`config.mk`:
```
export PLATFORM = sky130hd
export DESIGN_NAME = task_unit_nonspec
export DESIGN_NICKNAME = d
export VERILOG_FILES = /design/src/tq_pkg.sv /design/src/spill_buffer.sv /design/src/task_deq_route.sv /design/src/task_heap.sv /design/src/task_op_decode.sv /design/src/task_unit_nonspec.sv /design/src/task_unit_regs.sv
export SDC_FILE = /design/constraint.sdc
export NUM_CORES = 2
export LEC_CHECK = 0
export BUFFER_PORTS_ARGS = -buffer_cell sky130_fd_sc_hd__buf_2
export CORE_MARGIN = 3
export CORE_UTILIZATION = 40
export DETAILED_ROUTE_END_ITERATION = 8
export PLACE_DENSITY = 0.56
export SETUP_SLACK_MARGIN = 0.15
export SKIP_CTS_REPAIR_TIMING = 1
export SKIP_LAST_GASP = 1
export SLEW_MARGIN = 20
export SYNTH_ARGS = -nofsm -noshare
export SYNTH_HDL_FRONTEND = slang
export SYNTH_SLANG_ARGS = --single-unit
```
`constraint.sdc`:
```
create_clock -name clk -period 28.2 [get_ports clk]
set_clock_uncertainty 0.05 [all_clocks]
set_input_delay 0 -clock clk [delete_from_list [all_inputs] [get_ports clk]]
set_output_delay 0 -clock clk [all_outputs]
set_load 0.03 [all_outputs]
```
`src/tq_pkg.sv`:
```
package tq_pkg;

   localparam int TS_WIDTH = 16;
   localparam int CFG_WIDTH = 16;

   localparam int HEAP_DEPTH = 8;
   localparam int HEAP_IDX_WIDTH = $clog2(HEAP_DEPTH);
   localparam int COUNT_WIDTH = 4;
   // Free slots left when full asserts
   localparam int FULL_MARGIN = 1;

   localparam int SPILL_FIFO_DEPTH = 4;
   localparam int SPILL_PTR_WIDTH = $clog2(SPILL_FIFO_DEPTH);
   localparam int SPILL_OCC_WIDTH = SPILL_PTR_WIDTH + 1;
   // Leaves room for the one maximum still in flight from the store
   localparam int SPILL_ISSUE_LIMIT = 3;

   localparam int RST_SPILL_THRESHOLD = 5;
   localparam int RST_SPILL_SIZE = 2;

   typedef logic [TS_WIDTH-1:0] ts_t;

   typedef enum logic [3:0] {
      TT_WORK     = 4'd0,
      TT_READ     = 4'd1,
      TT_SPLITTER = 4'd2
   } task_type_e;

   typedef struct packed {
      ts_t        ts;
      logic       producer;
      task_type_e ttype;
      logic [15:0] locale;
      logic [15:0] args;
   } task_t;

   typedef enum logic [2:0] {
      NOP     = 3'd0,
      ENQ     = 3'd1,
      DEQ_MIN = 3'd2,
      REPLACE = 3'd3,
      DEQ_MAX = 3'd4
   } heap_op_e;

   typedef enum logic [1:0] {
      CFG_SPILL_THRESHOLD = 2'd0,
      CFG_SPILL_SIZE      = 2'd1,
      CFG_START           = 2'd2,
      CFG_THROTTLE_MARGIN = 2'd3
   } cfg_addr_e;

   // Priority order: timestamp first, producer breaks ties
   function automatic logic task_before(task_t a, task_t b);
      return {a.ts, a.producer} < {b.ts, b.producer};
   endfunction

endpackage
```
`src/spill_buffer.sv`:
```
module spill_buffer (
   input  logic                                 clk,
   input  logic                                 rstn,
   input  logic                                 max_valid,
   input  tq_pkg::task_t                        max_task,
   output logic                                 overflow_valid,
   input  logic                                 overflow_ready,
   output tq_pkg::task_t                        overflow_data,
   output logic [tq_pkg::SPILL_OCC_WIDTH-1:0]   spill_occ
);

   tq_pkg::task_t                      mem [tq_pkg::SPILL_FIFO_DEPTH];
   logic [tq_pkg::SPILL_PTR_WIDTH-1:0] wr_ptr;
   logic [tq_pkg::SPILL_PTR_WIDTH-1:0] rd_ptr;
   logic                               rd_en;

   assign overflow_valid = (spill_occ != '0);
   assign overflow_data = mem[rd_ptr];
   assign rd_en = overflow_valid & overflow_ready;

   always_ff @(posedge clk) begin
      if (max_valid) begin
         mem[wr_ptr] <= max_task;
      end
   end

   // Writer never overruns, decode holds off DEQ_MAX near full
   always_ff @(posedge clk) begin
      if (!rstn) begin
         wr_ptr <= '0;
         rd_ptr <= '0;
         spill_occ <= '0;
      end else begin
         if (max_valid) wr_ptr <= wr_ptr + 1'b1;
         if (rd_en) rd_ptr <= rd_ptr + 1'b1;
         spill_occ <= spill_occ + {{(tq_pkg::SPILL_OCC_WIDTH-1){1'b0}}, max_valid}
                      - {{(tq_pkg::SPILL_OCC_WIDTH-1){1'b0}}, rd_en};
      end
   end

endmodule

```
`src/task_deq_route.sv`:
```
module task_deq_route (
   input  tq_pkg::task_t   min_task,
   input  logic            min_valid,
   input  logic            deq_allow,
   input  logic            started,
   input  tq_pkg::ts_t     throttle_ts,
   output logic            task_deq_valid,
   input  logic            task_deq_ready,
   output tq_pkg::task_t   task_deq_data,
   output logic            splitter_deq_valid,
   input  logic            splitter_deq_ready,
   output tq_pkg::task_t   splitter_deq_task,
   output logic            deq_take
);

   logic head_ok;
   logic is_splitter;

   assign head_ok = min_valid & deq_allow;
   assign is_splitter = (min_task.ttype == tq_pkg::TT_SPLITTER);

   // Splitter tasks ignore start and throttle
   assign splitter_deq_valid = head_ok & is_splitter;
   assign task_deq_valid = head_ok & ~is_splitter & started & (min_task.ts < throttle_ts);

   assign task_deq_data = min_task;
   assign splitter_deq_task = min_task;

   assign deq_take = (task_deq_valid & task_deq_ready) |
                     (splitter_deq_valid & splitter_deq_ready);

endmodule

```
`src/task_heap.sv`:
```
module task_heap (
   input  logic                              clk,
   input  logic                              rstn,
   input  tq_pkg::heap_op_e                  heap_op,
   input  tq_pkg::task_t                     insert_task,
   output logic                              heap_ready,
   output tq_pkg::task_t                     min_task,
   output logic                              min_valid,
   output logic [tq_pkg::COUNT_WIDTH-1:0]    n_tasks,
   output tq_pkg::task_t                     max_task,
   output logic                              max_valid,
   output logic                              full,
   output logic                              empty,
   output tq_pkg::ts_t                       lvt
);

   // Slot 0 always holds the earliest task
   tq_pkg::task_t [tq_pkg::HEAP_DEPTH-1:0] slots;
   tq_pkg::task_t [tq_pkg::HEAP_DEPTH-1:0] shifted;
   tq_pkg::task_t [tq_pkg::HEAP_DEPTH-1:0] base;
   tq_pkg::task_t [tq_pkg::HEAP_DEPTH-1:0] inserted;
   logic [tq_pkg::HEAP_DEPTH-1:0]          keep;
   logic [tq_pkg::COUNT_WIDTH-1:0]         count;
   logic [tq_pkg::COUNT_WIDTH-1:0]         base_cnt;
   logic [tq_pkg::COUNT_WIDTH-1:0]         last_idx;
   logic                                   busy;
   logic                                   accept;

   assign heap_ready = ~busy;
   assign accept = heap_ready & (heap_op != tq_pkg::NOP);
   assign last_idx = count - 1'b1;

   // Sorted insertion, new task goes behind equal priorities
   always_comb begin
      shifted = {tq_pkg::task_t'('0), slots[tq_pkg::HEAP_DEPTH-1:1]};
      if (heap_op == tq_pkg::REPLACE) begin
         base = shifted;
         base_cnt = count - 1'b1;
      end else begin
         base = slots;
         base_cnt = count;
      end
      for (int i = 0; i < tq_pkg::HEAP_DEPTH; i++) begin
         keep[i] = (tq_pkg::COUNT_WIDTH'(i) < base_cnt) &&
                   !tq_pkg::task_before(insert_task, base[i]);
      end
      inserted[0] = keep[0] ? base[0] : insert_task;
      for (int i = 1; i < tq_pkg::HEAP_DEPTH; i++) begin
         if (keep[i]) begin
            inserted[i] = base[i];
         end else if (keep[i-1]) begin
            inserted[i] = insert_task;
         end else begin
            inserted[i] = base[i-1];
         end
      end
   end

   always_ff @(posedge clk) begin
      if (!rstn) begin
         busy <= 1'b0;
         count <= '0;
         max_valid <= 1'b0;
      end else begin
         // One recovery cycle after every operation
         busy <= accept;
         max_valid <= accept & (heap_op == tq_pkg::DEQ_MAX);
         if (accept) begin
            case (heap_op)
               tq_pkg::ENQ:                  count <= count + 1'b1;
               tq_pkg::DEQ_MIN, tq_pkg::DEQ_MAX: count <= count - 1'b1;
               default: ;
            endcase
         end
      end
   end

   always_ff @(posedge clk) begin
      if (accept) begin
         case (heap_op)
            tq_pkg::ENQ, tq_pkg::REPLACE: slots <= inserted;
            tq_pkg::DEQ_MIN:              slots <= shifted;
            tq_pkg::DEQ_MAX:              max_task <= slots[last_idx[tq_pkg::HEAP_IDX_WIDTH-1:0]];
            default: ;
         endcase
      end
   end

   assign n_tasks = count;
   assign min_task = slots[0];
   assign min_valid = (count != '0);
   assign empty = (count == '0);
   assign full = (count >= tq_pkg::COUNT_WIDTH'(tq_pkg::HEAP_DEPTH - tq_pkg::FULL_MARGIN));
   assign lvt = empty ? '1 : slots[0].ts;

endmodule

```
`src/task_op_decode.sv`:
```
module task_op_decode (
   input  logic                                 clk,
   input  logic                                 rstn,
   input  logic                                 task_enq_valid,
   output logic                                 task_enq_ready,
   input  tq_pkg::task_t                        task_enq_data,
   input  logic                                 coal_child_valid,
   output logic                                 coal_child_ready,
   input  tq_pkg::task_t                        coal_child_data,
   input  logic [tq_pkg::COUNT_WIDTH-1:0]       n_tasks,
   input  logic [tq_pkg::COUNT_WIDTH-1:0]       spill_threshold,
   input  logic [tq_pkg::COUNT_WIDTH-1:0]       spill_size,
   input  logic                                 heap_ready,
   input  logic [tq_pkg::SPILL_OCC_WIDTH-1:0]   spill_occ,
   input  logic                                 deq_take,
   output tq_pkg::heap_op_e                     heap_op,
   output tq_pkg::task_t                        insert_task,
   output logic                                 deq_allow,
   output logic                                 almost_full
);

   logic [tq_pkg::COUNT_WIDTH-1:0] spill_left;
   logic                           spilling;
   logic                           staged_valid;
   tq_pkg::task_t                  staged_task;
   logic                           can_accept;
   logic                           take_staged;

   assign spilling = (spill_left != '0);
   assign almost_full = (n_tasks > spill_threshold);
   assign deq_allow = heap_ready & ~spilling;
   assign insert_task = staged_task;

   // Child port wins when both sources present a task
   assign can_accept = ~staged_valid & ~spilling;
   assign coal_child_ready = can_accept & coal_child_valid;
   assign task_enq_ready = can_accept & task_enq_valid & ~coal_child_valid;

   always_ff @(posedge clk) begin
      if (coal_child_ready) begin
         staged_task <= coal_child_data;
      end else if (task_enq_ready) begin
         staged_task <= task_enq_data;
      end
   end

   always_ff @(posedge clk) begin
      if (!rstn) begin
         staged_valid <= 1'b0;
      end else if (coal_child_ready | task_enq_ready) begin
         staged_valid <= 1'b1;
      end else if (take_staged) begin
         staged_valid <= 1'b0;
      end
   end

   always_ff @(posedge clk) begin
      if (!rstn) begin
         spill_left <= '0;
      end else if (~spilling & almost_full) begin
         spill_left <= spill_size;
      end else if (heap_op == tq_pkg::DEQ_MAX) begin
         spill_left <= spill_left - 1'b1;
      end else if (spilling & (n_tasks == '0)) begin
         // Nothing left to spill
         spill_left <= '0;
      end
   end

   always_comb begin
      heap_op = tq_pkg::NOP;
      if (heap_ready) begin
         if (spilling) begin
            if ((n_tasks != '0) &&
                (spill_occ < tq_pkg::SPILL_OCC_WIDTH'(tq_pkg::SPILL_ISSUE_LIMIT))) begin
               heap_op = tq_pkg::DEQ_MAX;
            end
         end else if (staged_valid & deq_take) begin
            heap_op = tq_pkg::REPLACE;
         end else if (staged_valid && (n_tasks < tq_pkg::COUNT_WIDTH'(tq_pkg::HEAP_DEPTH))) begin
            heap_op = tq_pkg::ENQ;
         end else if (deq_take) begin
            heap_op = tq_pkg::DEQ_MIN;
         end
      end
   end

   assign take_staged = (heap_op == tq_pkg::ENQ) | (heap_op == tq_pkg::REPLACE);

endmodule

```
`src/task_unit_nonspec.sv`:
```
module task_unit_nonspec (
   input  logic                            clk,
   input  logic                            rstn,
   input  logic                            task_enq_valid,
   output logic                            task_enq_ready,
   input  tq_pkg::task_t                   task_enq_data,
   input  logic                            coal_child_valid,
   output logic                            coal_child_ready,
   input  tq_pkg::task_t                   coal_child_data,
   output logic                            task_deq_valid,
   input  logic                            task_deq_ready,
   output tq_pkg::task_t                   task_deq_data,
   output logic                            splitter_deq_valid,
   input  logic                            splitter_deq_ready,
   output tq_pkg::task_t                   splitter_deq_task,
   output logic                            overflow_valid,
   input  logic                            overflow_ready,
   output tq_pkg::task_t                   overflow_data,
   input  logic                            cfg_wvalid,
   input  tq_pkg::cfg_addr_e               cfg_waddr,
   input  logic [tq_pkg::CFG_WIDTH-1:0]    cfg_wdata,
   input  tq_pkg::ts_t                     gvt_ts,
   output tq_pkg::ts_t                     lvt,
   output logic                            full,
   output logic                            almost_full,
   output logic                            empty
);

   logic [tq_pkg::COUNT_WIDTH-1:0]     spill_threshold;
   logic [tq_pkg::COUNT_WIDTH-1:0]     spill_size;
   logic                               started;
   tq_pkg::ts_t                        throttle_ts;
   tq_pkg::heap_op_e                   heap_op;
   tq_pkg::task_t                      insert_task;
   logic                               deq_allow;
   logic                               heap_ready;
   tq_pkg::task_t                      min_task;
   logic                               min_valid;
   logic [tq_pkg::COUNT_WIDTH-1:0]     n_tasks;
   tq_pkg::task_t                      max_task;
   logic                               max_valid;
   logic [tq_pkg::SPILL_OCC_WIDTH-1:0] spill_occ;
   logic                               deq_take;

   task_unit_regs regs_i (
      .clk(clk), .rstn(rstn),
      .cfg_wvalid(cfg_wvalid), .cfg_waddr(cfg_waddr), .cfg_wdata(cfg_wdata),
      .gvt_ts(gvt_ts),
      .spill_threshold(spill_threshold), .spill_size(spill_size),
      .started(started), .throttle_ts(throttle_ts)
   );

   task_op_decode decode_i (
      .clk(clk), .rstn(rstn),
      .task_enq_valid(task_enq_valid), .task_enq_ready(task_enq_ready),
      .task_enq_data(task_enq_data),
      .coal_child_valid(coal_child_valid), .coal_child_ready(coal_child_ready),
      .coal_child_data(coal_child_data),
      .n_tasks(n_tasks), .spill_threshold(spill_threshold), .spill_size(spill_size),
      .heap_ready(heap_ready), .spill_occ(spill_occ), .deq_take(deq_take),
      .heap_op(heap_op), .insert_task(insert_task),
      .deq_allow(deq_allow), .almost_full(almost_full)
   );

   task_heap heap_i (
      .clk(clk), .rstn(rstn),
      .heap_op(heap_op), .insert_task(insert_task), .heap_ready(heap_ready),
      .min_task(min_task), .min_valid(min_valid), .n_tasks(n_tasks),
      .max_task(max_task), .max_valid(max_valid),
      .full(full), .empty(empty), .lvt(lvt)
   );

   spill_buffer spill_i (
      .clk(clk), .rstn(rstn),
      .max_valid(max_valid), .max_task(max_task),
      .overflow_valid(overflow_valid), .overflow_ready(overflow_ready),
      .overflow_data(overflow_data), .spill_occ(spill_occ)
   );

   task_deq_route route_i (
      .min_task(min_task), .min_valid(min_valid), .deq_allow(deq_allow),
      .started(started), .throttle_ts(throttle_ts),
      .task_deq_valid(task_deq_valid), .task_deq_ready(task_deq_ready),
      .task_deq_data(task_deq_data),
      .splitter_deq_valid(splitter_deq_valid), .splitter_deq_ready(splitter_deq_ready),
      .splitter_deq_task(splitter_deq_task),
      .deq_take(deq_take)
   );

endmodule

```
`src/task_unit_regs.sv`:
```
module task_unit_regs (
   input  logic                             clk,
   input  logic                             rstn,
   input  logic                             cfg_wvalid,
   input  tq_pkg::cfg_addr_e                cfg_waddr,
   input  logic [tq_pkg::CFG_WIDTH-1:0]     cfg_wdata,
   input  tq_pkg::ts_t                      gvt_ts,
   output logic [tq_pkg::COUNT_WIDTH-1:0]   spill_threshold,
   output logic [tq_pkg::COUNT_WIDTH-1:0]   spill_size,
   output logic                             started,
   output tq_pkg::ts_t                      throttle_ts
);

   tq_pkg::ts_t throttle_margin;

   always_ff @(posedge clk) begin
      if (!rstn) begin
         spill_threshold <= tq_pkg::COUNT_WIDTH'(tq_pkg::RST_SPILL_THRESHOLD);
         spill_size <= tq_pkg::COUNT_WIDTH'(tq_pkg::RST_SPILL_SIZE);
         started <= 1'b0;
         throttle_margin <= '0;
      end else if (cfg_wvalid) begin
         case (cfg_waddr)
            tq_pkg::CFG_SPILL_THRESHOLD: spill_threshold <= cfg_wdata[tq_pkg::COUNT_WIDTH-1:0];
            tq_pkg::CFG_SPILL_SIZE:      spill_size <= cfg_wdata[tq_pkg::COUNT_WIDTH-1:0];
            tq_pkg::CFG_START:           started <= cfg_wdata[0];
            tq_pkg::CFG_THROTTLE_MARGIN: throttle_margin <= cfg_wdata;
            default: ;
         endcase
      end
   end

   // Zero margin disables throttling
   always_ff @(posedge clk) begin
      if (throttle_margin == '0) begin
         throttle_ts <= '1;
      end else begin
         throttle_ts <= gvt_ts + throttle_margin;
      end
   end

endmodule

```
==> run_results.csv <==
group,metric,value,unit
timing,hold_viol,0,
setup_path,worstPathArrival,9.46,ns
setup_path,r2r_cells,21,
drt,dr.first_iter.drc_count,5420,
job,maxCapViolations,0,
drt,ant_nets,0,
clock_network,cts_tree,"built",
final_layout,finalNetCount,5578,
drt,finalWirelength,183300,µm
final_layout,fin_area,0.05848,mm²
final_layout,fin_cells,6981,
global_routing,grt_pass1_vias,41047,
clock_network,cts_num_sinks,803,
final_layout,area_delta_synth_final,14.53,%
logic_synthesis,synth_top_cells_by_area,"edfxtp_1, nand2_1, mux4_2",
clock_network,cts_buffer_depth,3,
final_layout,drive_above_1_share,16.49,%
floorplan,start_util,40.46,%
timing,rsz0062_at_grt,"false",
logic_synthesis,syn_inst,5076,
drt,routed_via_density,6.295,
logic_synthesis,synth-warning-count,0,
timing,max_freq,110.6,MHz
logic_synthesis,yosysMostFrequentCell,"nand2_1",
floorplan,core,0.1262,mm²
clock_network,clk_pin_slew,0.06,ns
global_routing,antenna_found_initial,13,
timing,fin_hold_ws,0.03980,ns
floorplan,die_height,363.3,µm
logic_synthesis,synth.distinct_cells,94,
min_path,hold_path_depth,4,
logic_synthesis,synth_edf_count,742,
floorplan,io_pins,331,
logic_synthesis,synth.avg_cell_area,10.06,µm²
setup_path,crit_type,"reg -> reg",
timing,maxSlewViolCount,0,
logic_synthesis,ys.flop_type,"edfxtp_1",
min_path,hp-class,"in -> reg",
place,dp_hpwl,113700,µm
place,gp_congestion,0.8788,
power_and_ir_drop,peakVddDrop,0.1144,mV
place,port_buffers,330,
timing,fin_crit,9.045,ns
timing,setup_tns,0,ns
timing,finalSetupViolCount,0,
setup_path,cp-end-kind,"register",
logic_synthesis,synth.largest_area_cell,"edfxtp_1",
setup_path,start_kind,"register",
clock_network,clk_latency,0.70,ns
floorplan,die_w,363.3,µm
global_routing,grt_pass1_wl,271900,µm
floorplan,dieArea,0.1320,mm²
final_layout,fin_util,46.34,%
logic_synthesis,yosysSeqAreaShare,46.02,%
floorplan,num_rows,130,
timing,tightestPinTransition,1.213,ns
place,dpl_cell_area,0.05345,mm²
global_routing,grt_max_degree,167,
timing,slew-limit-headroom,19.14,%
logic_synthesis,synth.cell_area,0.05107,mm²
global_routing,grt_overflow,0,
power_and_ir_drop,powerDensity,115.1,mW/mm²
logic_synthesis,synth_nets,5398,
drt,firstDrtPassIters,7,
timing,period_share,32.07,%
drt,routedWlPerCell,26.26,µm
logic_synthesis,yosys-top-cells-count,"nand2_1, edfxtp_1, clkbuf_1",
power_and_ir_drop,leakage,21.86,nW
outcome,status,"completed",
setup_path,worst_ep_required_time,28.61,ns
drt,vias,43944,
global_routing,grtUsageTotal,26.80,%
logic_synthesis,yosysTopAreaCellShare,43.63,%
drt,drc,0,
clock_network,root_buffer,"clkbuf_16",
clock_network,cts_htree_levels,3,
place,dp.cells,6626,
setup_path,cp_max_fo,156,
logic_synthesis,ys_ff_latch,803,
logic_synthesis,ys_async_sr_fraction,0,%
clock_network,cts-buffers-inserted,93,
[layer usage]
metal / vias up / track usage (%) / routed length, µm
met5: - / 0 / 41
met4: 6 / 7.909 / 4826
met3: 331 / 5.850 / 19100
met2: 2441 / 39.01 / 79600
met1: 21638 / 39.81 / 79720
li1: 19528 / - / -
[registers in the layout, indices dropped and copies added, names as in the netlist, named ones only]
register / cells
decode_i.staged_valid: 1
heap_i.min_task: 53
decode_i.insert_task: 53
regs_i.spill_threshold: 4
heap_i.shifted: 371
decode_i.spill_left: 4
spill_i.mem: 212
heap_i.n_tasks: 4
regs_i.throttle_margin: 16
heap_i.max_valid: 1
spill_i.rd_ptr: 2
regs_i.spill_size: 4
spill_i.spill_occ: 3
spill_i.wr_ptr: 2
regs_i.started: 1
heap_i.busy: 1
heap_i.max_task: 53
regs_i.throttle_ts: 16
[cell usage in the layout (no fill, tap or decap), types with 91 or more instances in the layout]
| master | count |
|---|---|
| edfxtp_1 | 742 |
| nor3_1 | 91 |
| buf_2 | 330 |
| nand3_1 | 268 |
| buf_4 | 91 |
| o221ai_1 | 151 |
| clkbuf_16 | 101 |
| nand2_1 | 1123 |
| o21ai_0 | 106 |
| mux2i_1 | 140 |
| nor2_1 | 220 |
| a32oi_1 | 112 |
| ha_1 | 171 |
| a21oi_1 | 284 |
| dlygate4sd3_1 | 184 |
| mux4_2 | 159 |
[critical path, stage by stage, from the launching register on]
cell and delay [ns]:
dfxtp_4 0.84, inv_1 0.32, ha_4 0.30, nor3b_4 0.23, or3_4 0.41, a2111oi_4 0.42, a21bo_1 0.46, a21oi_4 0.70
buf_12 0.69, a21oi_1 0.20, ha_1 0.23, a21o_1 0.18, a21o_1 0.17, a21o_1 0.17, a211oi_1 0.23, o21ai_0 0.13
a21oi_1 0.16, o31a_1 0.45, or2_4 0.78, buf_4 0.89, o311ai_0 0.28, and3_1 0.25
[layout make-up]
cell class | count | area [µm²]
fill | 11714 | 67740
multi-input combinational | 3654 | 25040
sequential | 803 | 23510
timing repair buffer | 614 | 4364
clock buffer | 119 | 2615
tap | 1650 | 2064
clock inverter | 49 | 549.3
inverter | 90 | 337.8
antenna | 2 | 5.005
[cells by family (layout without fill, tap and decap cells)]
logic type | after synthesis | after routing | share of synthesized area [%]
AND/OR/NAND/NOR | 1901 | 1901 | 15.91
AO/OA/AOI/OAI | 1204 | 1204 | 16.97
flip-flops | 803 | 803 | 46.02
buffers and inverters | 619 | 872 | 5.469
multiplexers | 354 | 354 | 10.97
adder cells (fa/ha/maj) | 174 | 174 | 4.293
XOR/XNOR | 21 | 21 | 0.3602
other | 0 | 2 | 0
[path summary, 6_finish.rpt]
check | start | to | slack [ns]
setup / recovery | heap_i.n_tasks[0] | heap_i.shifted[354] | 19.15
hold / removal | task_enq_data[10] | decode_i.insert_task[10] | 0.04
setup reg to reg | heap_i.n_tasks[0] | heap_i.shifted[354] | 19.15
hold reg to reg | regs_i.throttle_margin[0] | regs_i.throttle_margin[0] | 0.44
[power by group]
group	internal, mW	switching [mW]	leakage (nW)	total, mW
Combinational	1.13	1.96	12.9	3.09
Clock	0.734	0.538	1.55	1.27
Sequential	1.86	0.512	7.39	2.37
Total	3.73	3.01	21.9	6.73
[through the flow]
stage | setup WS [ns] | power [mW]
after floorplan | 7.502 | 4.403
after global placement | 19.30 | 5.310
after detailed placement | 19.20 | 5.354
after CTS | 19.19 | 6.638
after global routing | 18.71 | 7.079
final | 19.15 | 6.733
No activity file was read; power rests on OpenSTA's default activity.
